--- config.mk ---
export PLATFORM = sky130hd
export DESIGN_NAME = axi_rw_flat
export DESIGN_NICKNAME = d
export VERILOG_FILES = /design/src/rtl/axi_pkg.sv /design/src/rtl/mem_pkg.sv /design/src/rtl/axi_if.sv /design/src/rtl/mem_req_if.sv /design/src/rtl/axi_rw.sv /design/src/flat_wrapper.sv
export SDC_FILE = /design/constraint.sdc
export NUM_CORES = 1
export LEC_CHECK = 0
export BUFFER_PORTS_ARGS = -buffer_cell sky130_fd_sc_hd__buf_2
export CAP_MARGIN = 20
export CORE_AREA = 2 2 229 231
export DETAILED_ROUTE_END_ITERATION = 8
export DIE_AREA = 0 0 231 233
export HOLD_SLACK_MARGIN = 0.03
export PLACE_DENSITY = 0.5
export SLEW_MARGIN = 20
export SYNTH_ARGS = -nofsm -noshare
export SYNTH_HDL_FRONTEND = slang
export SYNTH_SLANG_ARGS = --single-unit
--- constraint.sdc ---
create_clock -name clk_i -period 4.9 [get_ports clk_i]
set_input_delay 0.98 -clock clk_i [delete_from_list [all_inputs] [get_ports clk_i]]
set_output_delay 0.98 -clock clk_i [all_outputs]
set_load 0.02 [all_outputs]
--- src/rtl/axi_pkg.sv ---
package axi_pkg;

    // byte address on the AR and AW channels
    typedef logic [31:0] axi_addr_t;

    // one 64-bit beat on R and W
    typedef logic [63:0] axi_data_t;

    // one strobe bit per data byte
    typedef logic [7:0]  axi_strb_t;

    // burst length minus one
    typedef logic [7:0]  axi_len_t;

    // log2 of the bytes per beat
    typedef logic [2:0]  axi_size_t;
    typedef logic [1:0]  axi_burst_t;
    typedef logic [1:0]  axi_resp_t;

    // incrementing burst, the only type issued here
    localparam axi_burst_t AXI_BURST_INCR = 2'b01;
    localparam axi_resp_t  AXI_RESP_OKAY  = 2'b00;

    // 8 bytes per beat
    localparam axi_size_t  AXI_SIZE_8B    = 3'd3;

endpackage

--- src/rtl/mem_pkg.sv ---
package mem_pkg;

    // words per cache line
    localparam int LINE_BEATS       = 4;
    // byte offset inside a 32-byte line
    localparam int LINE_OFFSET_BITS = 5;
    // byte offset inside a 64-bit word
    localparam int WORD_OFFSET_BITS = 3;

    typedef logic [31:0] paddr_t;
    typedef logic [63:0] word_t;
    typedef logic [7:0]  wmask_t;

    // beat 0 sits in the low 64 bits
    typedef logic [LINE_BEATS*64-1:0] line_t;

    // request kinds seen by the bridge
    typedef enum logic {
        REQ_READ_LINE,
        REQ_WRITE_WORD
    } req_kind_t;

endpackage

--- src/rtl/axi_if.sv ---
interface axi_if;

    // write address channel
    logic                   aw_valid;
    logic                   aw_ready;
    axi_pkg::axi_addr_t     aw_addr;

    // write data channel, single beat only
    logic                   w_valid;
    logic                   w_ready;
    axi_pkg::axi_data_t     w_data;
    axi_pkg::axi_strb_t     w_strb;
    logic                   w_last;

    // write response
    logic                   b_valid;
    logic                   b_ready;
    axi_pkg::axi_resp_t     b_resp;

    // read address channel
    logic                   ar_valid;
    logic                   ar_ready;
    axi_pkg::axi_addr_t     ar_addr;
    axi_pkg::axi_len_t      ar_len;
    axi_pkg::axi_size_t     ar_size;
    axi_pkg::axi_burst_t    ar_burst;

    // read data channel
    logic                   r_valid;
    logic                   r_ready;
    axi_pkg::axi_data_t     r_data;
    axi_pkg::axi_resp_t     r_resp;
    logic                   r_last;

    // bridge side
    modport master (
        output aw_valid, aw_addr,
        input  aw_ready,
        output w_valid, w_data, w_strb, w_last,
        input  w_ready,
        input  b_valid, b_resp,
        output b_ready,
        output ar_valid, ar_addr, ar_len, ar_size, ar_burst,
        input  ar_ready,
        input  r_valid, r_data, r_resp, r_last,
        output r_ready
    );

    // memory side
    modport slave (
        input  aw_valid, aw_addr,
        output aw_ready,
        input  w_valid, w_data, w_strb, w_last,
        output w_ready,
        output b_valid, b_resp,
        input  b_ready,
        input  ar_valid, ar_addr, ar_len, ar_size, ar_burst,
        output ar_ready,
        output r_valid, r_data, r_resp, r_last,
        input  r_ready
    );

endinterface

--- src/rtl/mem_req_if.sv ---
interface mem_req_if;

    // request, held by the arbiter until ready
    logic                   valid;
    logic                   ready;
    mem_pkg::req_kind_t     kind;
    mem_pkg::paddr_t        addr;
    mem_pkg::word_t         wdata;
    mem_pkg::wmask_t        wmask;

    // one-cycle completion and the read line
    logic                   done;
    mem_pkg::line_t         line;

    modport arb (
        output valid, kind, addr, wdata, wmask,
        input  ready, done, line
    );

    modport bridge (
        input  valid, kind, addr, wdata, wmask,
        output ready, done, line
    );

endinterface

--- src/rtl/axi_rw.sv ---
module axi_rw (
    input  logic        clk_i,
    input  logic        rst_n_i,
    mem_req_if.bridge   req,
    axi_if.master       axi
);

    localparam int WORD_W    = $bits(mem_pkg::word_t);
    localparam int BEAT_BITS = $clog2(mem_pkg::LINE_BEATS);

    typedef enum logic [2:0] {
        RW_IDLE,
        RW_AR,
        RW_R,
        RW_AWW,
        RW_B,
        RW_DONE
    } rw_state_t;

    rw_state_t              state_q;
    rw_state_t              state_d;

    // registered request
    mem_pkg::paddr_t        addr_q;
    mem_pkg::word_t         wdata_q;
    mem_pkg::wmask_t        wmask_q;
    mem_pkg::line_t         line_q;

    // beat slot for the next R beat
    logic [BEAT_BITS-1:0]   beat_q;
    // AW and W may finish in either order
    logic                   aw_done_q;
    logic                   w_done_q;

    logic                   accept_s;
    logic                   aw_hs;
    logic                   w_hs;
    logic                   r_hs;
    logic                   b_hs;

    assign accept_s = req.valid & req.ready;
    assign aw_hs    = axi.aw_valid & axi.aw_ready;
    assign w_hs     = axi.w_valid & axi.w_ready;
    assign r_hs     = axi.r_valid & axi.r_ready;
    assign b_hs     = axi.b_valid & axi.b_ready;

    always_comb begin
        state_d = state_q;
        unique case (state_q)
            RW_IDLE: begin
                if (accept_s) begin
                    state_d = (req.kind == mem_pkg::REQ_READ_LINE) ? RW_AR : RW_AWW;
                end
            end
            RW_AR: begin
                if (axi.ar_ready) begin
                    state_d = RW_R;
                end
            end
            // leave once the last beat is in
            RW_R: begin
                if (r_hs && axi.r_last) begin
                    state_d = RW_DONE;
                end
            end
            RW_AWW: begin
                if ((aw_done_q || aw_hs) && (w_done_q || w_hs)) begin
                    state_d = RW_B;
                end
            end
            RW_B: begin
                if (b_hs) begin
                    state_d = RW_DONE;
                end
            end
            RW_DONE: state_d = RW_IDLE;
            default: state_d = RW_IDLE;
        endcase
    end

    always_ff @(posedge clk_i) begin
        if (!rst_n_i) begin
            state_q   <= RW_IDLE;
            beat_q    <= '0;
            aw_done_q <= 1'b0;
            w_done_q  <= 1'b0;
        end else begin
            state_q <= state_d;
            if (accept_s) begin
                beat_q    <= '0;
                aw_done_q <= 1'b0;
                w_done_q  <= 1'b0;
            end else begin
                if (r_hs) begin
                    beat_q <= beat_q + 1'b1;
                end
                if (aw_hs) begin
                    aw_done_q <= 1'b1;
                end
                if (w_hs) begin
                    w_done_q <= 1'b1;
                end
            end
        end
    end

    // request payload and line assembly
    always_ff @(posedge clk_i) begin
        if (accept_s) begin
            addr_q  <= req.addr;
            wdata_q <= req.wdata;
            wmask_q <= req.wmask;
        end
        if (r_hs) begin
            line_q[beat_q*WORD_W +: WORD_W] <= axi.r_data;
        end
    end

    assign req.ready = (state_q == RW_IDLE);
    assign req.done  = (state_q == RW_DONE);
    assign req.line  = line_q;

    // full line as one INCR burst
    assign axi.ar_valid = (state_q == RW_AR);
    assign axi.ar_addr  = axi_pkg::axi_addr_t'(addr_q);
    assign axi.ar_len   = axi_pkg::axi_len_t'(mem_pkg::LINE_BEATS - 1);
    assign axi.ar_size  = axi_pkg::AXI_SIZE_8B;
    assign axi.ar_burst = axi_pkg::AXI_BURST_INCR;
    assign axi.r_ready  = (state_q == RW_R);

    // single beat write, valids drop after their handshake
    assign axi.aw_valid = (state_q == RW_AWW) & ~aw_done_q;
    assign axi.aw_addr  = axi_pkg::axi_addr_t'(addr_q);
    assign axi.w_valid  = (state_q == RW_AWW) & ~w_done_q;
    assign axi.w_data   = wdata_q;
    assign axi.w_strb   = wmask_q;
    assign axi.w_last   = 1'b1;
    assign axi.b_ready  = (state_q == RW_B);

endmodule

--- src/flat_wrapper.sv ---
// flat-port wrapper written by rule: the top's interface ports become plain ports
module axi_rw_flat 
  (clk_i, rst_n_i, req_valid, req_kind, req_addr, req_wdata, req_wmask, req_ready, req_done, req_line, axi_aw_valid, axi_aw_addr, axi_aw_ready, axi_w_valid, axi_w_data, axi_w_strb, axi_w_last, axi_w_ready, axi_b_valid, axi_b_resp, axi_b_ready, axi_ar_valid, axi_ar_addr, axi_ar_len, axi_ar_size, axi_ar_burst, axi_ar_ready, axi_r_valid, axi_r_data, axi_r_resp, axi_r_last, axi_r_ready);
  mem_req_if req_i ();
  axi_if axi_i ();
  input  logic clk_i;
  input  logic rst_n_i;
  input wire logic [$bits(req_i.valid)-1:0] req_valid;
  input wire logic [$bits(req_i.kind)-1:0] req_kind;
  input wire logic [$bits(req_i.addr)-1:0] req_addr;
  input wire logic [$bits(req_i.wdata)-1:0] req_wdata;
  input wire logic [$bits(req_i.wmask)-1:0] req_wmask;
  output wire logic [$bits(req_i.ready)-1:0] req_ready;
  output wire logic [$bits(req_i.done)-1:0] req_done;
  output wire logic [$bits(req_i.line)-1:0] req_line;
  output wire logic [$bits(axi_i.aw_valid)-1:0] axi_aw_valid;
  output wire logic [$bits(axi_i.aw_addr)-1:0] axi_aw_addr;
  input wire logic [$bits(axi_i.aw_ready)-1:0] axi_aw_ready;
  output wire logic [$bits(axi_i.w_valid)-1:0] axi_w_valid;
  output wire logic [$bits(axi_i.w_data)-1:0] axi_w_data;
  output wire logic [$bits(axi_i.w_strb)-1:0] axi_w_strb;
  output wire logic [$bits(axi_i.w_last)-1:0] axi_w_last;
  input wire logic [$bits(axi_i.w_ready)-1:0] axi_w_ready;
  input wire logic [$bits(axi_i.b_valid)-1:0] axi_b_valid;
  input wire logic [$bits(axi_i.b_resp)-1:0] axi_b_resp;
  output wire logic [$bits(axi_i.b_ready)-1:0] axi_b_ready;
  output wire logic [$bits(axi_i.ar_valid)-1:0] axi_ar_valid;
  output wire logic [$bits(axi_i.ar_addr)-1:0] axi_ar_addr;
  output wire logic [$bits(axi_i.ar_len)-1:0] axi_ar_len;
  output wire logic [$bits(axi_i.ar_size)-1:0] axi_ar_size;
  output wire logic [$bits(axi_i.ar_burst)-1:0] axi_ar_burst;
  input wire logic [$bits(axi_i.ar_ready)-1:0] axi_ar_ready;
  input wire logic [$bits(axi_i.r_valid)-1:0] axi_r_valid;
  input wire logic [$bits(axi_i.r_data)-1:0] axi_r_data;
  input wire logic [$bits(axi_i.r_resp)-1:0] axi_r_resp;
  input wire logic [$bits(axi_i.r_last)-1:0] axi_r_last;
  output wire logic [$bits(axi_i.r_ready)-1:0] axi_r_ready;
  assign req_i.valid = req_valid;
  assign req_i.kind = req_kind;
  assign req_i.addr = req_addr;
  assign req_i.wdata = req_wdata;
  assign req_i.wmask = req_wmask;
  assign req_ready = req_i.ready;
  assign req_done = req_i.done;
  assign req_line = req_i.line;
  assign axi_aw_valid = axi_i.aw_valid;
  assign axi_aw_addr = axi_i.aw_addr;
  assign axi_i.aw_ready = axi_aw_ready;
  assign axi_w_valid = axi_i.w_valid;
  assign axi_w_data = axi_i.w_data;
  assign axi_w_strb = axi_i.w_strb;
  assign axi_w_last = axi_i.w_last;
  assign axi_i.w_ready = axi_w_ready;
  assign axi_i.b_valid = axi_b_valid;
  assign axi_i.b_resp = axi_b_resp;
  assign axi_b_ready = axi_i.b_ready;
  assign axi_ar_valid = axi_i.ar_valid;
  assign axi_ar_addr = axi_i.ar_addr;
  assign axi_ar_len = axi_i.ar_len;
  assign axi_ar_size = axi_i.ar_size;
  assign axi_ar_burst = axi_i.ar_burst;
  assign axi_i.ar_ready = axi_ar_ready;
  assign axi_i.r_valid = axi_r_valid;
  assign axi_i.r_data = axi_r_data;
  assign axi_i.r_resp = axi_r_resp;
  assign axi_i.r_last = axi_r_last;
  assign axi_r_ready = axi_i.r_ready;
  axi_rw u_core (.clk_i(clk_i), .rst_n_i(rst_n_i), .req(req_i), .axi(axi_i));
endmodule
---- After elaboration in Yosys (flattened, before gate mapping) ----
Index checks and enable logic that the tools add are counted.
word-level totals
  bits in registers ....................... 367
  output and inout bits ................... 413
  word-level logic and storage cells ...... 47
  input port bits ......................... 182
cells by class
  add/subtract/negate cells ............... 2
  shifts and indexed selects .............. 2
  mux-type cells .......................... 8
  equal/unequal tests ..................... 10
  reductions and logical operators ........ 7
  bitwise gates (word level) .............. 10
operators by type and width
  operator                   number
  $bwmux 256                 1
  $shift 64x34->256 const A  1
  $shiftx 64x34->256         1
  $neg 8->34                 1
  $mux 3                     5
  $pmux 3 s5                 1
  $and 1x1->1                7
  $eq 3x2->1 const B         2
  $eq 3x3->1 const B         2
  $ne 2x2->1 const B         3
  $reduce_and 5->1           1
  $ne 2x1->1 const B         2
  $eq 3x1->1 const B         1
  $logic_not 3->1            1
  $not 1->1                  3
  $add 2x1->2 const B        1
  $logic_and 1x1->1          2
  $logic_or 1x1->1           2
  $mux 2                     1
  $reduce_or 2->1            1

---- Depth between registers and ports, before layout ----
  word-level depth ........................ 7
  mapped depth ............................ 5
  mapped depth without buffers ............ 4

---- Worst setup path after synthesis ----
Ideal clock, no wire load.
  kind .................................... register to register
  start ................................... reg u_core.state_q[2]
  end ..................................... reg u_core.aw_done_q
  required time ........................... 4.782 ns
  period minus slack after synthesis ...... 4.054 ns
  path slack .............................. 0.846 ns
  cell stages (with the launch flop) ...... 6
  library setup time ...................... 0.118 ns
  path buffers ............................ 1
  arrival time ............................ 3.936 ns
  cells stage by stage .................... dfxtp_1 > buf_2 > nor3_1 > and2_1 > nand2b_1 > nor2_1
on the way
  word-level cells in the longest chain between the ends .. 3
  elaborated cells between the ends (all ways) .. 6
  classes of those cells .................. eq/ne: 1; bitwise: 3; reduce/logical: 2
ends and longest elaborated chain
  element                           RTL line            source
  start, declared                   axi_rw.sv:20        rw_state_t state_q;
  start signal, assigned            axi_rw.sv:88        state_q <= state_d;
  $logic_not 3->1                   axi_rw.sv:119       assign req.ready = (state_q == RW_IDLE);
  via req_ready                     flat_wrapper.sv:13  output wire logic [$bits(req_i.ready)-1:0] req_ready;
  $and 1x1->1                       axi_rw.sv:41        assign accept_s = req.valid & req.ready;
  via u_core.accept_s               axi_rw.sv:35        logic accept_s;
  $reduce_or 2->1 (no source line)  --
  end signal, assigned              axi_rw.sv:85        aw_done_q <= 1'b0;
  end signal, assigned              axi_rw.sv:91        aw_done_q <= 1'b0;
  end signal, assigned              axi_rw.sv:98        aw_done_q <= 1'b1;
  end, declared                     axi_rw.sv:32        logic aw_done_q;
The timed path passes the listed nets, and every way through them passes these cells.
A chain may end at the register's enable or synchronous reset.

---- Final worst setup path ----
  start ................................... reg u_core.state_q[1]
  end ..................................... out axi_r_ready
on the way
  word-level cells in the longest chain between the ends .. 1
ends and longest elaborated chain
  element        RTL line            source
  $eq 3x2->1     axi_rw.sv:129       assign axi.r_ready = (state_q == RW_R);
  end, declared  flat_wrapper.sv:37  output wire logic [$bits(axi_i.r_ready)-1:0] axi_r_ready;
Every way passes these cells.

==> results.json <==
{
  "status": "completed",
  "design_area_mm2": 0.01817,
  "synth_fa_ha_area_share_pct": 0.4649,
  "synthArstFlopShare_pct": 0,
  "critPathKind": "flop to primary output",
  "relSlewSlack_pct": 35.53,
  "die_area_mm2": 0.05382,
  "syn_area_mm2": 0.01346,
  "synth_edf_count": 360,
  "p_sw_share_pct": 28.35,
  "p_int_w": 0.005843,
  "start_util_pct": 26.33,
  "post-route-min-period_ns": 2.791,
  "post-route-period-util_pct": 56.97,
  "comb_power_share_pct": 16.6,
  "finish.utilization_pct": 35.57,
  "routedWlPerCell_um": 21.38,
  "clkLatencyLatePin_ns": 0.56,
  "drv_slew": 0,
  "power_frac_seq_pct": 48.3,
  "grt_max_degree": 63,
  "yosysTopAreaCell": "edfxtp_1",
  "holdPathEnd": "u_core.w_done_q",
  "io_buffers": 576,
  "rsz0062_at_grt": "false",
  "synthDistinctLibCells": 31,
  "final_nets": 1513,
  "r2r-start": "u_core.state_q[1]",
  "synthMuxAreaShare_pct": 0.1488,
  "h-tree-depth": 2,
  "powerDensity_mw_per_mm2": 448.7,
  "whs_path_depth": 2,
  "critPathLaunchType": "flop",
  "chipWidth_um": 231,
  "dpl-instance-area_mm2": 0.01693,
  "first_global_vias": 8507,
  "ir_drop_uv": 222.0,
  "critPathRequiredTime_ns": 3.92,
  "tritoncts": "done",
  "drv_cap": 0,
  "skew_ns": 0.02089,
  "crit_family": "flip-flops",
  "critPathBufInv": 1,
  "ioPinCount": 595,
  "yosys_warnings": 0,
  "slowest_delay_ns": 0.53,
  "synthMostInstantiatedCell": "edfxtp_1",
  "hold_violations": 0,
  "post-cts-setup-buffer-count": 0,
  "reg2reg_to": "u_core.req.line[227]",
  "finalWirelength_mm": 43.63,
  "synth_ff_type": "edfxtp_1",
  "finalPower_w": 0.008155,
  "p_leak_nw": 7.989,
  "cts_buffer_depth": 3,
  "clock-sinks": 367,
  "switching_power_w": 0.002311,
  "tightest_slew_ns": 0.9670,
  "layout-drive-gt1-share_pct": 51.44,
  "max_freq_mhz": 358.2,
  "hp-class": "flop to flop",
  "r2r_cells": 3,
  "path_clk_slew_ns": 0.06,
  "cts_buffers": 40,
  "slowest_stage": "dfxtp_1",
  "area_growth_pct": 35.08,
  "ant_nets": 0,
  "die_height_um": 233,
  "syn-mean-instance-area_um2": 17.85,
  "cp.depth": 2,
  "setup.worst_path.end_class": "primary output",
  "syn_inst": 754,
  "grt.total_usage_pct": 15.63,
  "drc": 0,
  "cts_hold_buf": 0,
  "antenna_found_initial": 17,
  "synth-compound-area-share_pct": 0.5300,
  "core-area_mm2": 0.05109,
  "synth_top_cell_area_share_pct": 80.34,
  "row_count": 83,
  "synth_xor_area_share_pct": 0.06509,
  "vias": 8335,
  "yosys-top-cells-count": "edfxtp_1, and2_1, buf_4, and2_2, clkbuf_1",
  "pwr-share-clk_pct": 35.0,
  "ctsResizeCount": 0,
  "dr.pass1.iters": 4,
  "cp_cell_sequence": "nor3b_2 > buf_2",
  "place.gp.congestion": 0.8002,
  "yosysSeqAreaShare_pct": 81.38,
  "grt_pass1_wl_mm": 59.91,
  "rrSetupSlack_ns": 2.29,
  "ys_ff_latch": 367,
  "synthTopCellsByArea": "edfxtp_1, and2_1, buf_4",
  "via_per_inst": 4.084,
  "min_from": "u_core.w_done_q",
  "synth-simple-area-share_pct": 13.84,
  "finalSetupViolations": 0,
  "worstPathArrival_ns": 1.81,
  "gr-total-overflow": 0,
  "critPathMaxFanout": 12,
  "synth_top_family_by_area": "simple AND/OR/NAND/NOR gates",
  "drt-initial-drc-count": 337,
  "hpwl_mm": 31.46,
  "fin_tns_setup_ns": 0,
  "cts-root-buf": "clkbuf_16"
}
==> stage by stage <==
stage	worst slack, ns	hold slack, ns	instances
floorplan	0.8459	0.4595	766
global placement	2.108	0.4923	1964
detailed placement	2.096	0.5018	1964
CTS	2.059	0.5155	2035
global route	1.927	0.5450	2036
finish	2.109	0.5077	2041
==> state kept, by name, indices dropped and copies added (netlist names) <==
| register | flops |
|---|---|
| u_core.beat_q | 2 |
| u_core.axi.w_data | 64 |
| u_core.w_done_q | 1 |
| u_core.req.line | 256 |
| u_core.axi.ar_addr | 32 |
| u_core.aw_done_q | 1 |
| u_core.state_q | 3 |
| u_core.axi.w_strb | 8 |
==> power groups by stage <==
stage               logic, W  clock network [W]  registers (W)
floorplan           0.000544                  0        0.00434
global placement     0.00139                  0        0.00401
detailed placement   0.00139                  0        0.00401
CTS                  0.00139            0.00297        0.00395
global route         0.00146            0.00306        0.00397
finish               0.00136            0.00286        0.00394
==> logic make-up after synthesis <==
logic type | after synthesis
DFF | 367
xor gates and xnor gates | 1
other | 2
AOI/OAI and AO/OA | 11
muxes | 2
and+or+nand+nor | 289
adders and majority gates | 5
buffers and inverters | 77
==> layer usage <==
layer / GRT usage [%] / vias to the layer above / part of all wire (%)
li1: - / 3766 / -
met1: 17.11 / 4076 / 36
met2: 27.84 / 410 / 52
met3: 6.189 / 83 / 9.8
met4: 4.536 / 0 / 2.4
met5: 0 / - / 0
==> final cells by class <==
| type | count | area, µm² |
|---|---|---|
| Timing Repair Buffer | 591 | 2995 |
| Clock buffer | 49 | 1035 |
| Inverter | 4 | 15.01 |
| Multi-Input combinational cell | 322 | 2118 |
| Clock inverter | 22 | 195.2 |
| Tap cell | 680 | 850.8 |
| Antenna cell | 6 | 15.01 |
| Fill cell | 5088 | 32920 |
| Sequential cell | 367 | 10950 |
==> worst register-to-register path, delay by kind of cell (launching register included) <==
kind,cells,cell delay (ns)
simple gates,2,1.35
flops,1,0.53
buf+inv,1,0.43
==> worst max-delay path by stage <==
stage / from / to / slack, ns
5_1_grt: u_core.state_q[1] / axi_r_ready / 1.93
3_5_place_dp: axi_r_valid / u_core.req.line[10] / 2.10
2_1_floorplan: u_core.state_q[2] / u_core.aw_done_q / 0.85
3_3_place_gp: axi_r_valid / u_core.req.line[10] / 2.11
4_1_cts: u_core.state_q[1] / axi_r_ready / 2.06
6_report: u_core.state_q[1] / axi_r_ready / 2.11
==> placed cells by master (no fill, tap or decap), types with 4 or more instances in the layout <==
cell type,count
edfxtp_1,360
a21oi_1,4
and3_4,4
clkbuf_16,40
conb_1,14
ha_1,5
buf_2,576
and2_1,219
and2_2,38
dfxtp_1,7
nand2_1,6
clkbuf_1,9
clkinv_2,9
nor2_1,8
diode_2,6
buf_4,15
clkinv_1,5
Note: power is estimated with default switching activity, not from simulation.
