## src/rtl/mem_pkg.sv

```systemverilog
package mem_pkg;

    // words per cache line
    localparam int LINE_BEATS       = 4;
    // byte offset inside a 32-byte line
    localparam int LINE_OFFSET_BITS = 5;
    // byte offset inside a 64-bit word
    localparam int WORD_OFFSET_BITS = 3;

    typedef logic [31:0] paddr_t;
    typedef logic [63:0] word_t;
    typedef logic [7:0]  wmask_t;

    // beat 0 sits in the low 64 bits
    typedef logic [LINE_BEATS*64-1:0] line_t;

    // request kinds seen by the bridge
    typedef enum logic {
        REQ_READ_LINE,
        REQ_WRITE_WORD
    } req_kind_t;

endpackage

```

## src/rtl/mem_req_if.sv

```systemverilog
interface mem_req_if;

    // request, held by the arbiter until ready
    logic                   valid;
    logic                   ready;
    mem_pkg::req_kind_t     kind;
    mem_pkg::paddr_t        addr;
    mem_pkg::word_t         wdata;
    mem_pkg::wmask_t        wmask;

    // one-cycle completion and the read line
    logic                   done;
    mem_pkg::line_t         line;

    modport arb (
        output valid, kind, addr, wdata, wmask,
        input  ready, done, line
    );

    modport bridge (
        input  valid, kind, addr, wdata, wmask,
        output ready, done, line
    );

endinterface

```

## src/rtl/mem_port_arb.sv

```systemverilog
module mem_port_arb (
    input  logic                clk_i,
    input  logic                rst_n_i,

    input  logic                rf_valid_i,
    input  mem_pkg::paddr_t     rf_addr_i,
    output logic                rf_ready_o,
    output logic                rf_done_o,
    output mem_pkg::line_t      rf_line_o,

    input  logic                wr_valid_i,
    input  mem_pkg::paddr_t     wr_addr_i,
    input  mem_pkg::word_t      wr_data_i,
    input  mem_pkg::wmask_t     wr_mask_i,
    output logic                wr_ready_o,
    output logic                wr_done_o,

    mem_req_if.arb              req
);

    // clears the byte offset inside a line
    localparam mem_pkg::paddr_t LINE_MASK =
        ~((mem_pkg::paddr_t'(1) << mem_pkg::LINE_OFFSET_BITS) - mem_pkg::paddr_t'(1));

    typedef enum logic [1:0] {
        ARB_IDLE,
        ARB_READ,
        ARB_WRITE
    } arb_state_t;

    arb_state_t state_q;
    logic       idle_s;
    logic       accept_s;

    assign idle_s   = (state_q == ARB_IDLE);
    assign accept_s = req.valid & req.ready;

    // forward in the same cycle, write port wins
    assign req.valid = idle_s & (rf_valid_i | wr_valid_i);
    assign req.kind  = wr_valid_i ? mem_pkg::REQ_WRITE_WORD : mem_pkg::REQ_READ_LINE;
    assign req.addr  = wr_valid_i ? wr_addr_i : (rf_addr_i & LINE_MASK);
    assign req.wdata = wr_data_i;
    assign req.wmask = wr_mask_i;

    // refill blocked while a write is pending
    assign wr_ready_o = idle_s & req.ready;
    assign rf_ready_o = idle_s & req.ready & ~wr_valid_i;

    // completion goes back to the owner only
    assign rf_done_o = (state_q == ARB_READ) & req.done;
    assign wr_done_o = (state_q == ARB_WRITE) & req.done;
    assign rf_line_o = req.line;

    // grant locked from accept until done
    always_ff @(posedge clk_i) begin
        if (!rst_n_i) begin
            state_q <= ARB_IDLE;
        end else begin
            unique case (state_q)
                ARB_IDLE: begin
                    if (accept_s) begin
                        state_q <= wr_valid_i ? ARB_WRITE : ARB_READ;
                    end
                end
                ARB_READ, ARB_WRITE: begin
                    if (req.done) begin
                        state_q <= ARB_IDLE;
                    end
                end
                default: state_q <= ARB_IDLE;
            endcase
        end
    end

endmodule

```

## src/flat_wrapper.sv

```systemverilog
// flat-port wrapper written by rule: the top's interface ports become plain ports
module mem_port_arb_flat 
  (clk_i, rst_n_i, rf_valid_i, rf_addr_i, rf_ready_o, rf_done_o, rf_line_o, wr_valid_i, wr_addr_i, wr_data_i, wr_mask_i, wr_ready_o, wr_done_o, req_valid, req_kind, req_addr, req_wdata, req_wmask, req_ready, req_done, req_line);
  mem_req_if req_i ();
  input  logic clk_i;
  input  logic rst_n_i;
  input  logic rf_valid_i;
  input  mem_pkg::paddr_t rf_addr_i;
  output logic rf_ready_o;
  output logic rf_done_o;
  output mem_pkg::line_t rf_line_o;
  input  logic wr_valid_i;
  input  mem_pkg::paddr_t wr_addr_i;
  input  mem_pkg::word_t wr_data_i;
  input  mem_pkg::wmask_t wr_mask_i;
  output logic wr_ready_o;
  output logic wr_done_o;
  output wire logic [$bits(req_i.valid)-1:0] req_valid;
  output wire logic [$bits(req_i.kind)-1:0] req_kind;
  output wire logic [$bits(req_i.addr)-1:0] req_addr;
  output wire logic [$bits(req_i.wdata)-1:0] req_wdata;
  output wire logic [$bits(req_i.wmask)-1:0] req_wmask;
  input wire logic [$bits(req_i.ready)-1:0] req_ready;
  input wire logic [$bits(req_i.done)-1:0] req_done;
  input wire logic [$bits(req_i.line)-1:0] req_line;
  assign req_valid = req_i.valid;
  assign req_kind = req_i.kind;
  assign req_addr = req_i.addr;
  assign req_wdata = req_i.wdata;
  assign req_wmask = req_i.wmask;
  assign req_i.ready = req_ready;
  assign req_i.done = req_done;
  assign req_i.line = req_line;
  mem_port_arb u_core (.clk_i(clk_i), .rst_n_i(rst_n_i), .rf_valid_i(rf_valid_i), .rf_addr_i(rf_addr_i), .rf_ready_o(rf_ready_o), .rf_done_o(rf_done_o), .rf_line_o(rf_line_o), .wr_valid_i(wr_valid_i), .wr_addr_i(wr_addr_i), .wr_data_i(wr_data_i), .wr_mask_i(wr_mask_i), .wr_ready_o(wr_ready_o), .wr_done_o(wr_done_o), .req(req_i));
endmodule
```

## config.mk

```make
export PLATFORM = sky130hd
export DESIGN_NAME = mem_port_arb_flat
export DESIGN_NICKNAME = d
export VERILOG_FILES = /design/src/rtl/mem_pkg.sv /design/src/rtl/mem_req_if.sv /design/src/rtl/mem_port_arb.sv /design/src/flat_wrapper.sv
export SDC_FILE = /design/constraint.sdc
export NUM_CORES = 1
export LEC_CHECK = 0
export BUFFER_PORTS_ARGS = -buffer_cell sky130_fd_sc_hd__buf_2
export CORE_AREA = 2 2 295 297
export CTS_BUF_LIST = sky130_fd_sc_hd__clkbuf_8 sky130_fd_sc_hd__clkbuf_16
export DETAILED_ROUTE_END_ITERATION = 8
export DIE_AREA = 0 0 297 299
export PLACE_DENSITY = 0.3
export RECOVER_POWER = 50
export SYNTH_ARGS = -nofsm -noshare
export SYNTH_HDL_FRONTEND = slang
export SYNTH_SLANG_ARGS = --single-unit
```

## constraint.sdc

```tcl
create_clock -name clk_i -period 1.3 [get_ports clk_i]
set_input_delay 0.26 -clock clk_i [delete_from_list [all_inputs] [get_ports clk_i]]
set_output_delay 0.26 -clock clk_i [all_outputs]
set_load 0.1 [all_outputs]
```

=== Yosys cells after proc, flatten, opt, wreduce, memory -nomap -nowiden ===
Index checks and enable logic that the tools add are counted.

* Mux-type cells: 6
* Bitwise operators: 8
* Reduce and logical (&&, ||, !) cells: 3
* Eq/ne operators: 4

{| class="wikitable"
|+ Operator list
! cell !! count
|-
| $mux W32 || 1
|-
| $and A1 B1 Y1 || 6
|-
| $mux W2 || 3
|-
| $ne A2 B2 Y1 const B || 2
|-
| $pmux W2 S2 || 1
|-
| $eq A2 B1 Y1 const B || 1
|-
| $eq A2 B2 Y1 const B || 1
|-
| $logic_not A2 Y1 || 1
|-
| $reduce_and A2 Y1 || 1
|-
| $reduce_or A2 Y1 || 1
|-
| $mux W1 || 1
|-
| $not A1 Y1 || 1
|-
| $or A1 B1 Y1 || 1
|}

* Flip-flop bits (word level): 2
* Logic and storage cells: 22
* Bits of input ports: 398
* Output and inout bits: 366

=== Logic depth before layout (Yosys ltp) ===
Gate-level depths: netlist of run 1.

* Depth after elaboration: 5
* Mapped depth: 5
* Depth with buffers taken out: 5

=== Least setup slack after synthesis of run 1 ===
Ideal clock, no wire load.

* Kind: flip-flop to output port
* Start point: reg u_core.state_q[0]
* End point: out rf_ready_o
* Cell stages (with the launch flop): 5
* Arrival time: 1884 ps
* Setup slack: -844 ps
* Cells stage by stage: dfxtp_1 > inv_1 > ha_1 > and2_2 > and2_1

* Cells in the longest elaborated chain, start to end: 3

{| class="wikitable"
|+ RTL lines
! what !! RTL line !! text
|-
| start: declaration || mem_port_arb.sv:31 || <nowiki>arb_state_t state_q;</nowiki>
|-
| start signal: assignment || mem_port_arb.sv:62 || <nowiki>state_q <= wr_valid_i ? ARB_WRITE : ARB_READ;</nowiki>
|-
| $logic_not A2 Y1 || mem_port_arb.sv:35 || <nowiki>assign idle_s = (state_q == ARB_IDLE);</nowiki>
|-
| $and A1 B1 Y1 || - ||
|-
| named net wr_ready_o || flat_wrapper.sv:16 || <nowiki>output logic wr_ready_o;</nowiki>
|-
| $and A1 B1 Y1 || mem_port_arb.sv:47 || <nowiki>assign rf_ready_o = idle_s & req.ready & ~wr_valid_i;</nowiki>
|-
| end: declaration || flat_wrapper.sv:9 || <nowiki>output logic rf_ready_o;</nowiki>
|}

The timed path passes the listed nets, and every way through them passes these cells.

=== Worst setup path after layout of run 1 ===
* Start point: reg u_core.state_q[1]
* End point: out rf_ready_o

* Cells in the longest elaborated chain, start to end: 3

{| class="wikitable"
|+ RTL lines
! what !! RTL line
|-
| $logic_not A2 Y1 || mem_port_arb.sv:35
|-
| $and A1 B1 Y1 (2 in a row) || mem_port_arb.sv:47
|}

Every way passes these cells.

==> results.tsv, run 1 <==
stage	metric	value	unit
outcome	outcome	finished, violations left	
outcome	violations	negative setup slack	
power_and_ir_drop	leakagePower	0.001139	uW
sta	relSlewSlack	83.49	%
detailed_routing	vias	1712	
power_and_ir_drop	power.share.clock	22.1	%
global_routing	grt_pass1_wl	27800	um
place	hpwl	22400	um
critical_path	worst-path-max-fanout	3	
worst_hold_path	min_path_type	input port to flop	
clock_network	numClockSinks	2	
clock_network	clkLatencyLatePin	0.22	ns
clock_network	hold_buffers	0	
finish	final_nets	583	
sta	setup_tns	-4.314	ns
synthesis	synth_cell_types	18	
sta	tightest_slew	0.2451	ns
detailed_routing	drtIter0Drc	56	
power_and_ir_drop	swShare	47.05	%
detailed_routing	drc	0	
clock_network	clockRootBuffer	clkbuf_16	
synthesis	async_flop_share	0	%
power_and_ir_drop	power.internal	1111	uW
global_routing	overflow	0	
synthesis	synth_cells	387	
synthesis	synth_fp_nets	788	
critical_path	critPathRequiredTime	1.04	ns
floorplan	start_util	3.647	%
clock_network	cts_inserted_buffers	3	
finish	seq_area	42.54	um^2
clock_network	clock_path_buffers	2	
floorplan	dieArea	88800	um^2
place	port_buffers	102	
synthesis	synth_ff_type	dfxtp_1	
clock_network	clk_pin_slew	0.03	ns
synthesis	synth.cell_area	3134	um^2
sta	finalCritPeriodShare	114.1	%
sta	whs	0.3389	ns
detailed_routing	drt-pass1-iter-count	2	
finish	multi_input_area	621.8	um^2
synthesis	synth_edf_count	0	
power_and_ir_drop	p_seq_share	3.4	%
sta	min_period	1.483	ns
finish	area_delta_synth_final	15.69	%
synthesis	synth_seq_cells	2	
detailed_routing	wl_per_cell	18.68	um
sta	rsz0062_at_grt	true	
critical_path	criticalPathCategory	flop to output pin	
floorplan	die_w	297	um
finish	instances_no_fill	1339	
synthesis	yosys_warnings	0	
clock_network	cts_tree	done	
power_and_ir_drop	powerDensity	578.8	nW/um^2
sta	setup_violations	32	
synthesis	yosysSeqAreaShare	1.277	%
sta	hold_viol	0	
place	place_ws	-0.1849	ns
synthesis	synth_top_area_cell	buf_4	
finish	top_regs	u_core.state_q: 2 flops	
power_and_ir_drop	switchingPower	987.5	uW
global_routing	grt_usage	5.183	%
sta	clock.fmax	0.6744	GHz
detailed_routing	drt_wl_total	25010	um
floorplan	dieHeight	299	um
synthesis	postSynthAreaPerCell	8.099	um^2
place	routabilityCongestion	0.7564	
sta	fin_skew	0.002523	ns
flow_run	maxCapViolations	0	
clock_network	htree_levels	1	
detailed_routing	ant_nets	0	
global_routing	first_global_vias	1823	
place	dp_cells	1325	
finish	largest_register_ffs	2	
finish	fillers	10240	
critical_path	end_kind	output pin	
synthesis	synth_top_area_share	78.80	%
global_routing	grt_max_degree	11	
floorplan	core_area	85940	um^2
global_routing	antenna_found_initial	25	
detailed_routing	via_per_inst	1.279	
floorplan	rows	108	
sta	layout_setup_ws	-0.1827	ns
synthesis	synthTopCellsByArea	buf_4, mux2_4, mux2_2	
critical_path	startpoint_type	flop	
finish	top_register	u_core.state_q	
finish	final_util	4.219	%
finish	drive_gt1_share	95.56	%
sta	timing.final.max_slew_violations	0	
power_and_ir_drop	pwr-share-comb	74.5	%
floorplan	io_pins	764	
power_and_ir_drop	max-vdd-ir-drop	319.2	uV
critical_path	crit_arrival	1.22	ns
==> layout make-up <==
cell class | count | area share (%)
inverter | 4 | 0.4141
clock buffer | 3 | 2.070
multi-input combinational | 48 | 17.15
tap | 1155 | 39.86
antenna | 4 | 0.2761
sequential | 2 | 1.173
timing repair buffer | 123 | 39.06
==> worst max-delay path: stages, from the launching register on <==
cell and delay (ns):
dfxtp_2 0.32, inv_2 0.07, ha_4 0.14, and2_4 0.15, and2_4 0.15, buf_12 0.16
==> worst paths after layout <==
kind	from	end	slack, ns	cells past startpoint
worst min-delay path	rst_n_i	u_core.state_q[1]	0.34	3
worst min register to register	u_core.state_q[1]	u_core.state_q[1]	0.59	3
worst max register to register	u_core.state_q[1]	u_core.state_q[0]	0.09	6
worst max-delay path	u_core.state_q[1]	rf_ready_o	-0.18	5
==> cell usage in the layout, fill, tap and decap left out <==
master	count
buf_2	63
buf_12	42
mux2_4	27
and2_4	9
buf_4	6
buf_6	6
clkbuf_16	5
diode_2	4
buf_16	3
inv_2	2
inv_1	2
nand2_1	2
ha_4	2
dfxtp_2	2
o21a_4	1
nand2b_1	1
nand3_1	1
o21ai_0	1
a21boi_2	1
o32ai_2	1
o22ai_1	1
ha_2	1
buf_8	1
==> power by group through the flow <==
stage | Clock, uW | Sequential [uW] | Combinational [uW]
after floorplan | 0 | 69.2 | 5620
after global placement | 0 | 68.6 | 1460
after detailed placement | 0 | 69.2 | 1470
after CTS | 465 | 69.9 | 1560
after global routing | 476 | 70.7 | 1620
final | 464 | 70.5 | 1560
==> cells by family after synthesis <==
logic type,Yosys count,share of synthesized area [%]
buf+inv,337,81.28
mux,27,12.34
simple gates,13,2.435
compound gates,5,1.477
fa+ha+maj,3,1.198
flops,2,1.277
==> routing by layer <==
metal  GRT usage (%)  vias to the layer above  routed length, um
met5               0                        -                106
met4           3.716                       16               2055
met3           6.681                      190               6987
met2           7.065                      434               9631
met1           3.754                      616               6233
li1                -                      456                  -
==> synthesized netlist by cell type (2+ instances only) <==
| library cell | n |
|---|---|
| nand2_1 | 2 |
| buf_6 | 2 |
| buf_4 | 329 |
| buf_12 | 2 |
| ha_1 | 3 |
| and2_1 | 8 |
| mux2_2 | 5 |
| inv_1 | 4 |
| dfxtp_1 | 2 |
| mux2_4 | 22 |
==> stage by stage <==
step	power, uW	instance area [um^2]
final	2099	3626
after global routing	2169	3618
after CTS	2096	3578
after detailed placement	1535	3297
after global placement	1533	3297
after floorplan	5692	3148
==> repair_timing <==
| action | CTS | global route |
|---|---|---|
| pin swaps | 3 | 2 |
| setup buffers | 4 | 0 |
| cloned | 2 | 2 |
| resized for setup | 35 | 3 |
| setup endpoints to repair | 38 | 34 |
No activity file was read; power rests on OpenSTA's default activity.
==> inputs of run 2 (changes only) <==
--- a/config.mk
+++ b/config.mk
@@ -8,6 +8,7 @@
 export BUFFER_PORTS_ARGS = -buffer_cell sky130_fd_sc_hd__buf_2
 export CORE_AREA = 2 2 295 297
 export CTS_BUF_LIST = sky130_fd_sc_hd__clkbuf_8 sky130_fd_sc_hd__clkbuf_16
+export CTS_CLUSTER_DIAMETER = 50
 export DETAILED_ROUTE_END_ITERATION = 8
 export DIE_AREA = 0 0 297 299
 export PLACE_DENSITY = 0.3
@@ -15,3 +16,4 @@
 export SYNTH_ARGS = -nofsm -noshare
 export SYNTH_HDL_FRONTEND = slang
 export SYNTH_SLANG_ARGS = --single-unit
+export TNS_END_PERCENT = 50
==> constraint.sdc (replaced) <==
create_clock -name clk_i -period 1.6 [get_ports clk_i]
set_input_delay 0.32 -clock clk_i [delete_from_list [all_inputs] [get_ports clk_i]]
set_output_delay 0.32 -clock clk_i [all_outputs]
set_load 0.1 [all_outputs]
==> run 2 against run 1 <==
Net effect:
- the flow now finishes without violations
- wire length down 56%
- clock power down 18%
- global-route usage down 3.0 points
- largest cell class unchanged
- setup slack better by 0.22 ns
- non-clock buffer count down 15
- largest power group unchanged
- sequential power down 18%
- hold slack better by 0.062 ns
- via count down 13%
- final area down 9.1%
- critical path type unchanged
- clock skew down 0.0022 ns
- sequential share of layout area up 0.12 points
- first-iteration DRC count down 11%
==> results.tsv, run 2 (synthesis gave the netlist of run 1 again) <==
stage	metric	value	unit	change
finish	final_util	3.833	%	-0.39 points
detailed_routing	drt-pass1-iter-count	2		unchanged
critical_path	rrSetupSlack	0.48	ns	+0.39 ns
floorplan	die_w	297	um	unchanged
place	place_area	3182	um^2	-3.5%
critical_path	worst-path-max-fanout	3		unchanged
clock_network	clockRootBuffer	clkbuf_16		
floorplan	dieArea	88800	um^2	unchanged
detailed_routing	vias	1485		-13%
place	dp_cells	1314		-0.83%
sta	setup_violations	0		-100%
floorplan	rows	108		unchanged
finish	diodes	0		-4
finish	final_cell_mix	buf_2, buf_12, mux2_4		
floorplan	io_pins	764		unchanged
power_and_ir_drop	powerDensity	478.4	nW/um^2	-17%
outcome	outcome	complete, no violations		
detailed_routing	drtIter0Drc	50		-11%
floorplan	dieHeight	299	um	unchanged
floorplan	start_util	3.647	%	unchanged
finish	instances_no_fill	1320		-1.4%
clock_network	numClockSinks	2		unchanged
flow_run	maxCapViolations	0		unchanged
critical_path	startpoint_type	flop		
clock_network	htree_levels	1		unchanged
global_routing	overflow	0		unchanged
global_routing	grt_max_degree	25		+14
sta	timing.final.max_slew_violations	0		unchanged
critical_path	slowest_stage	dfxtp_2		
detailed_routing	via_per_inst	1.125		-12%
finish	final_common_cell	buf_2		
detailed_routing	ant_nets	0		unchanged
finish	top_regs	u_core.state_q: 2 flops		
finish	largest_register_ffs	2		unchanged
finish	drive_gt1_share	90.30	%	-5.3 points
sta	relSlewSlack	86.10	%	+2.6 points
place	routabilityCongestion	0.7487		-1.0%
clock_network	cts_inserted_buffers	3		unchanged
clock_network	clock_path_buffers	2		unchanged
finish	top_register	u_core.state_q		
detailed_routing	drt_wl_total	10940	um	-56%
global_routing	antenna_found_initial	0		-100%
place	hpwl	9243	um	-59%
finish	fin_area	3294	um^2	-9.1%
sta	finalCritPeriodShare	97.88	%	
critical_path	path_cells	inv_2 -> ha_4 -> and2_4 -> and2_4 -> buf_12		
power_and_ir_drop	max-vdd-ir-drop	604.7	uV	+89%
sta	clock.fmax	0.6386	GHz	
place	port_buffers	102		unchanged
critical_path	critPathRequiredTime	1.28	ns	+0.24 ns
critical_path	end_kind	output pin		
detailed_routing	drc	0		unchanged
finish	area_delta_synth_final	5.110	%	
finish	final_nets	568		-2.6%
sta	hold_viol	0		unchanged
power_and_ir_drop	leakagePower	0.0009756	uW	-14%
worst_hold_path	min_path_type	input port to flop		
global_routing	grt_usage	2.168	%	-3.0 points
clock_network	clk_pin_slew	0.03	ns	about the same
global_routing	first_global_vias	1612		-12%
detailed_routing	wl_per_cell	8.289	um	-56%
sta	rsz0062_at_grt	false		
sta	min_period	1.566	ns	
critical_path	criticalPathCategory	flop to output pin		
clock_network	cts_tree	done		
clock_network	clkLatencyLatePin	0.22	ns	about the same
sta	tightest_slew	0.2063	ns	-0.03882 ns
floorplan	core_area	85940	um^2	unchanged
sta	fin_skew	0.0002956	ns	-0.002228 ns
critical_path	cp_common_cell	and2_4		
critical_path	crit_arrival	1.25	ns	+0.03 ns
critical_path	cpPeakStageDelay	0.34	ns	+0.02 ns
global_routing	grt_pass1_wl	13480	um	-52%
==> run 2: changes by cell type in the layout (fill, tap and decap cells not counted), moves of 3 or more <==
cell,before,now
and2_4,9,2
buf_6,6,0
and2_1,0,5
mux2_2,0,5
mux2_4,27,22
diode_2,4,0
buf_16,3,0
==> run 2: path summary, 6_finish.rpt <==
| kind | startpoint | to | cells after the start |
|---|---|---|---|
| max | u_core.state_q[1] | rf_ready_o | 5 |
| min reg2reg | u_core.state_q[1] | u_core.state_q[1] | 2 |
| max reg2reg | u_core.state_q[1] | u_core.state_q[0] | 5 |
| min | rf_valid_i | u_core.state_q[0] | 3 |
==> run 2: power breakdown <==
group,leakage [uW],switching [uW],internal [uW]
Sequential,0.0000172,3.68,54.4
Clock,0.0000370,61.3,318
Combinational,0.000921,692,446
==> run 2: layer usage <==
| metal | up-vias | track usage, % | part of all wire, % |
|---|---|---|---|
| li1 | 417 | - | - |
| met1 | 544 | 1.056 | 18 |
| met2 | 398 | 3.154 | 42 |
| met3 | 126 | 2.625 | 27 |
| met4 | 0 | 2.814 | 12 |
| met5 | - | 0 | 0 |
==> run 2: area by class of cell <==
class	instances	area [um^2]
clock buffer	3	75.07
tap	1155	1445
inverter	4	15.01
sequential	2	42.54
timing repair buffer	108	1151
fill	10270	82650
multi-input combinational	48	565.5
==> run 2: metrics by stage <==
stage	hold WS, ns	power [uW]	worst slack (ns)	TNS, ns
floorplan	0.4642	4622	-0.05322	-0.2166
CTS	0.3894	1585	0.009213	0
global route	0.4149	1620	0.008621	0
global placement	0.5089	1190	0.05397	0
finish	0.4010	1576	0.03395	0
detailed placement	0.5031	1189	0.04898	0
==> run 2: what timing repair did <==
| item | CTS | global route |
|---|---|---|
| buffers inserted | 0 | 3 |
| endpoints found under the hold margin | 0 | 0 |
| pin swaps | 0 | 3 |
| cloned | 0 | 0 |
| setup endpoints to repair | 1 | 1 |
| resized for setup | 6 | 0 |
| hold buffers | 0 | 0 |
==> run 2: critical path: cells and delay by family (launching register included) <==
family                     cells  cell delay, ns
DFF                            1            0.34
and+or+nand+nor                2            0.30
buffers and inverters          2            0.22
adders and majority gates      1            0.16
==> inputs of run 3 (changes only) <==
--- a/config.mk
+++ b/config.mk
@@ -6,12 +6,14 @@
 export NUM_CORES = 1
 export LEC_CHECK = 0
 export BUFFER_PORTS_ARGS = -buffer_cell sky130_fd_sc_hd__buf_2
-export CORE_AREA = 2 2 295 297
+export CELL_PAD_IN_SITES_DETAIL_PLACEMENT = 0
+export CELL_PAD_IN_SITES_GLOBAL_PLACEMENT = 2
+export CORE_AREA = 2 2 296 298
 export CTS_BUF_LIST = sky130_fd_sc_hd__clkbuf_8 sky130_fd_sc_hd__clkbuf_16
 export CTS_CLUSTER_DIAMETER = 50
 export DETAILED_ROUTE_END_ITERATION = 8
-export DIE_AREA = 0 0 297 299
-export PLACE_DENSITY = 0.3
+export DIE_AREA = 0 0 298 300
+export PLACE_DENSITY = 0.47
 export RECOVER_POWER = 50
 export SYNTH_ARGS = -nofsm -noshare
 export SYNTH_HDL_FRONTEND = slang
==> run 3 against run 2 <==
Net effect:
- wire length rose by 16%
- die area grew 0.67%
- clock-buffer cell count did not move
- critical path depth unchanged
- flip-flop and latch count unchanged
- final cell count up 0.38%
- via count grew 0.47%
- global-route usage rose by 0.42 points
- register-to-register slack worse by 0.10 ns
- clock power is essentially flat
- critical path type unchanged
- critical endpoint unchanged
- largest cell class unchanged
- highest routed layer is now met5
==> results.tsv, run 3 (synthesis gave the netlist of run 1 again) <==
stage	metric	value	unit	change
global_routing	grt_usage	2.590	%	+0.42 points
clock_network	numClockSinks	2		unchanged
floorplan	dieHeight	300	um	+0.33%
clock_network	clockRootBuffer	clkbuf_16		
outcome	outcome	complete, no violations		
flow_run	maxCapViolations	0		unchanged
critical_path	critPathRequiredTime	1.28	ns	about the same
floorplan	rows	108		unchanged
floorplan	die_w	298	um	+0.34%
clock_network	hold_buffers	0		unchanged
sta	min_period	1.545	ns	-0.02078 ns
place	routabilityCongestion	0.7344		-1.9%
clock_network	htree_levels	1		unchanged
finish	final_common_cell	buf_2		
finish	top_register	u_core.state_q		
critical_path	r2r-start	u_core.state_q[1]		
sta	clock.fmax	0.6471	GHz	+1.3%
global_routing	overflow	0		unchanged
power_and_ir_drop	power.total	1592	uW	+0.99%
place	place_area	3189	um^2	+0.24%
critical_path	rrSetupSlack	0.38	ns	-0.10 ns
power_and_ir_drop	max-vdd-ir-drop	634.2	uV	+4.9%
global_routing	met1_usage	1.339	%	+0.28 points
clock_network	cts_inserted_buffers	3		unchanged
global_routing	met3_usage	3.071	%	+0.45 points
clock_network	clkLatencyLatePin	0.22	ns	about the same
clock_network	clock_path_buffers	2		unchanged
sta	rsz0062_at_grt	true		
global_routing	grt_pass1_wl	15270	um	+13%
finish	area_delta_synth_final	5.988	%	
global_routing	globalRouteMet2Util	3.793	%	+0.64 points
finish	drive_gt1_share	91.02	%	+0.71 points
sta	setup_violations	0		unchanged
power_and_ir_drop	leakagePower	0.0009871	uW	+1.2%
detailed_routing	vias	1492		+0.47%
clock_network	cts_tree	done		
place	hpwl	11310	um	+22%
detailed_routing	ant_nets	0		unchanged
place	port_buffers	102		unchanged
critical_path	crit_start	u_core.state_q[1]		
detailed_routing	drtIter0Drc	59		+18%
global_routing	antenna_found_initial	7		+7
finish	top_regs	u_core.state_q: 2 flops		
critical_path	rr_worst_depth	6		+1
worst_hold_path	min_path_type	input port to flop		
critical_path	cpPeakStageDelay	0.32	ns	-0.02 ns
critical_path	crit_arrival	1.23	ns	-0.02 ns
detailed_routing	wl_per_cell	9.609	um	+16%
critical_path	worst-path-max-fanout	3		unchanged
worst_hold_path	hp-start	rst_n_i		
finish	fin_area	3322	um^2	+0.84%
power_and_ir_drop	powerDensity	479.1	nW/um^2	+0.15%
floorplan	dieArea	89400	um^2	+0.67%
floorplan	core_area	86210	um^2	+0.31%
critical_path	end_kind	output pin		
detailed_routing	via_per_inst	1.126		about the same
finish	final_nets	570		+0.35%
finish	final_cell_mix	buf_2, buf_12, mux2_4		
sta	hold_viol	0		unchanged
finish	largest_register_ffs	2		unchanged
detailed_routing	drt-pass1-iter-count	4		+2
worst_hold_path	whs_endpoint	u_core.state_q[1]		
detailed_routing	drc	0		unchanged
global_routing	busiest_layer	met2		
floorplan	start_util	3.635	%	-0.011 points
sta	relSlewSlack	85.48	%	-0.62 points
detailed_routing	drt_wl_total	12730	um	+16%
critical_path	path_cells	inv_2 -> ha_4 -> and2_4 -> and2_4 -> buf_12		
critical_path	startpoint_type	flop		
critical_path	worstReg2RegEnd	u_core.state_q[0]		
clock_network	clk_pin_slew	0.03	ns	about the same
sta	finalCritPeriodShare	96.58	%	-1.3 points
floorplan	io_pins	764		unchanged
critical_path	cp_common_cell	and2_4		
critical_path	criticalPathCategory	flop to output pin		
global_routing	grt_max_degree	18		-28%
sta	tightest_slew	0.2156	ns	+0.009275 ns
sta	timing.final.max_slew_violations	0		unchanged
sta	fin_skew	0.0009386	ns	+0.0006430 ns
worst_hold_path	whs_path_depth	3		unchanged
global_routing	first_global_vias	1724		+6.9%
critical_path	slowest_stage	dfxtp_2		
-- run 3: changes by cell type in the layout (fill, tap and decap cells not counted) --
cell / before / now
and2_4: 2 / 3
buf_4: 4 / 7
buf_2: 64 / 63
diode_2: 0 / 3
and2_1: 5 / 4
-- run 3: routing by layer --
layer	up-vias	routed length [um]
met2	388	5241
li1	427	-
met3	128	3518
met5	-	203
met1	541	2425
met4	8	1343
-- run 3: metrics by stage --
step	TNS [ns]	util, %	std cells	setup WS [ns]	hold slack (ns)
6_report	0	3.853	1325	0.05473	0.4065
5_1_grt	-0.01728	3.844	1322	-0.01728	0.4288
4_1_cts	0	3.824	1320	0.001966	0.4027
3_5_place_dp	-0.04980	3.699	1315	-0.01080	0.5129
3_3_place_gp	0	3.699	1315	0.0007840	0.5124
2_1_floorplan	-0.2166	-	387	-0.05322	0.4642
-- run 3: final cells by class --
type	count	area [um^2]
diodes	3	7.507
inverters	4	15.01
clock buffers	3	75.07
fillers	10330	82890
flip-flops and latches	2	42.54
multi-input cells	48	568.0
repair buffers	110	1169
well taps	1155	1445
-- run 3: how the worst max path moves through the flow --
stage / end / slack [ns] / depth (start not counted)
after floorplan: req_addr[2] / -0.05 / 3
after global placement: req_addr[19] / 0.0008 / 4
after detailed placement: req_addr[13] / -0.01 / 4
after CTS: rf_ready_o / 0.002 / 5
after global routing: rf_ready_o / -0.02 / 5
final: rf_ready_o / 0.05 / 5
-- run 3: power breakdown --
group	total [uW]	leakage (uW)	switching [uW]	internal, uW
registers	57.0	0.0000172	2.64	54.4
logic	1150	0.000933	704	450
clock network	381	0.0000370	62.8	318
-- run 3: timing repair --
| item | CTS | global route |
|---|---|---|
| setup buffers | 2 | 2 |
| endpoints found under the setup margin | 8 | 2 |
| resized for setup | 7 | 1 |
| pin swaps | 1 | 2 |
-- run 3: worst max-delay path, delay by kind of cell, from the launching register on --
| family | cells | cell delay [ns] |
|---|---|---|
| adders and majority gates | 1 | 0.13 |
| buffers and inverters | 2 | 0.26 |
| DFF | 1 | 0.32 |
| and+or+nand+nor | 2 | 0.27 |
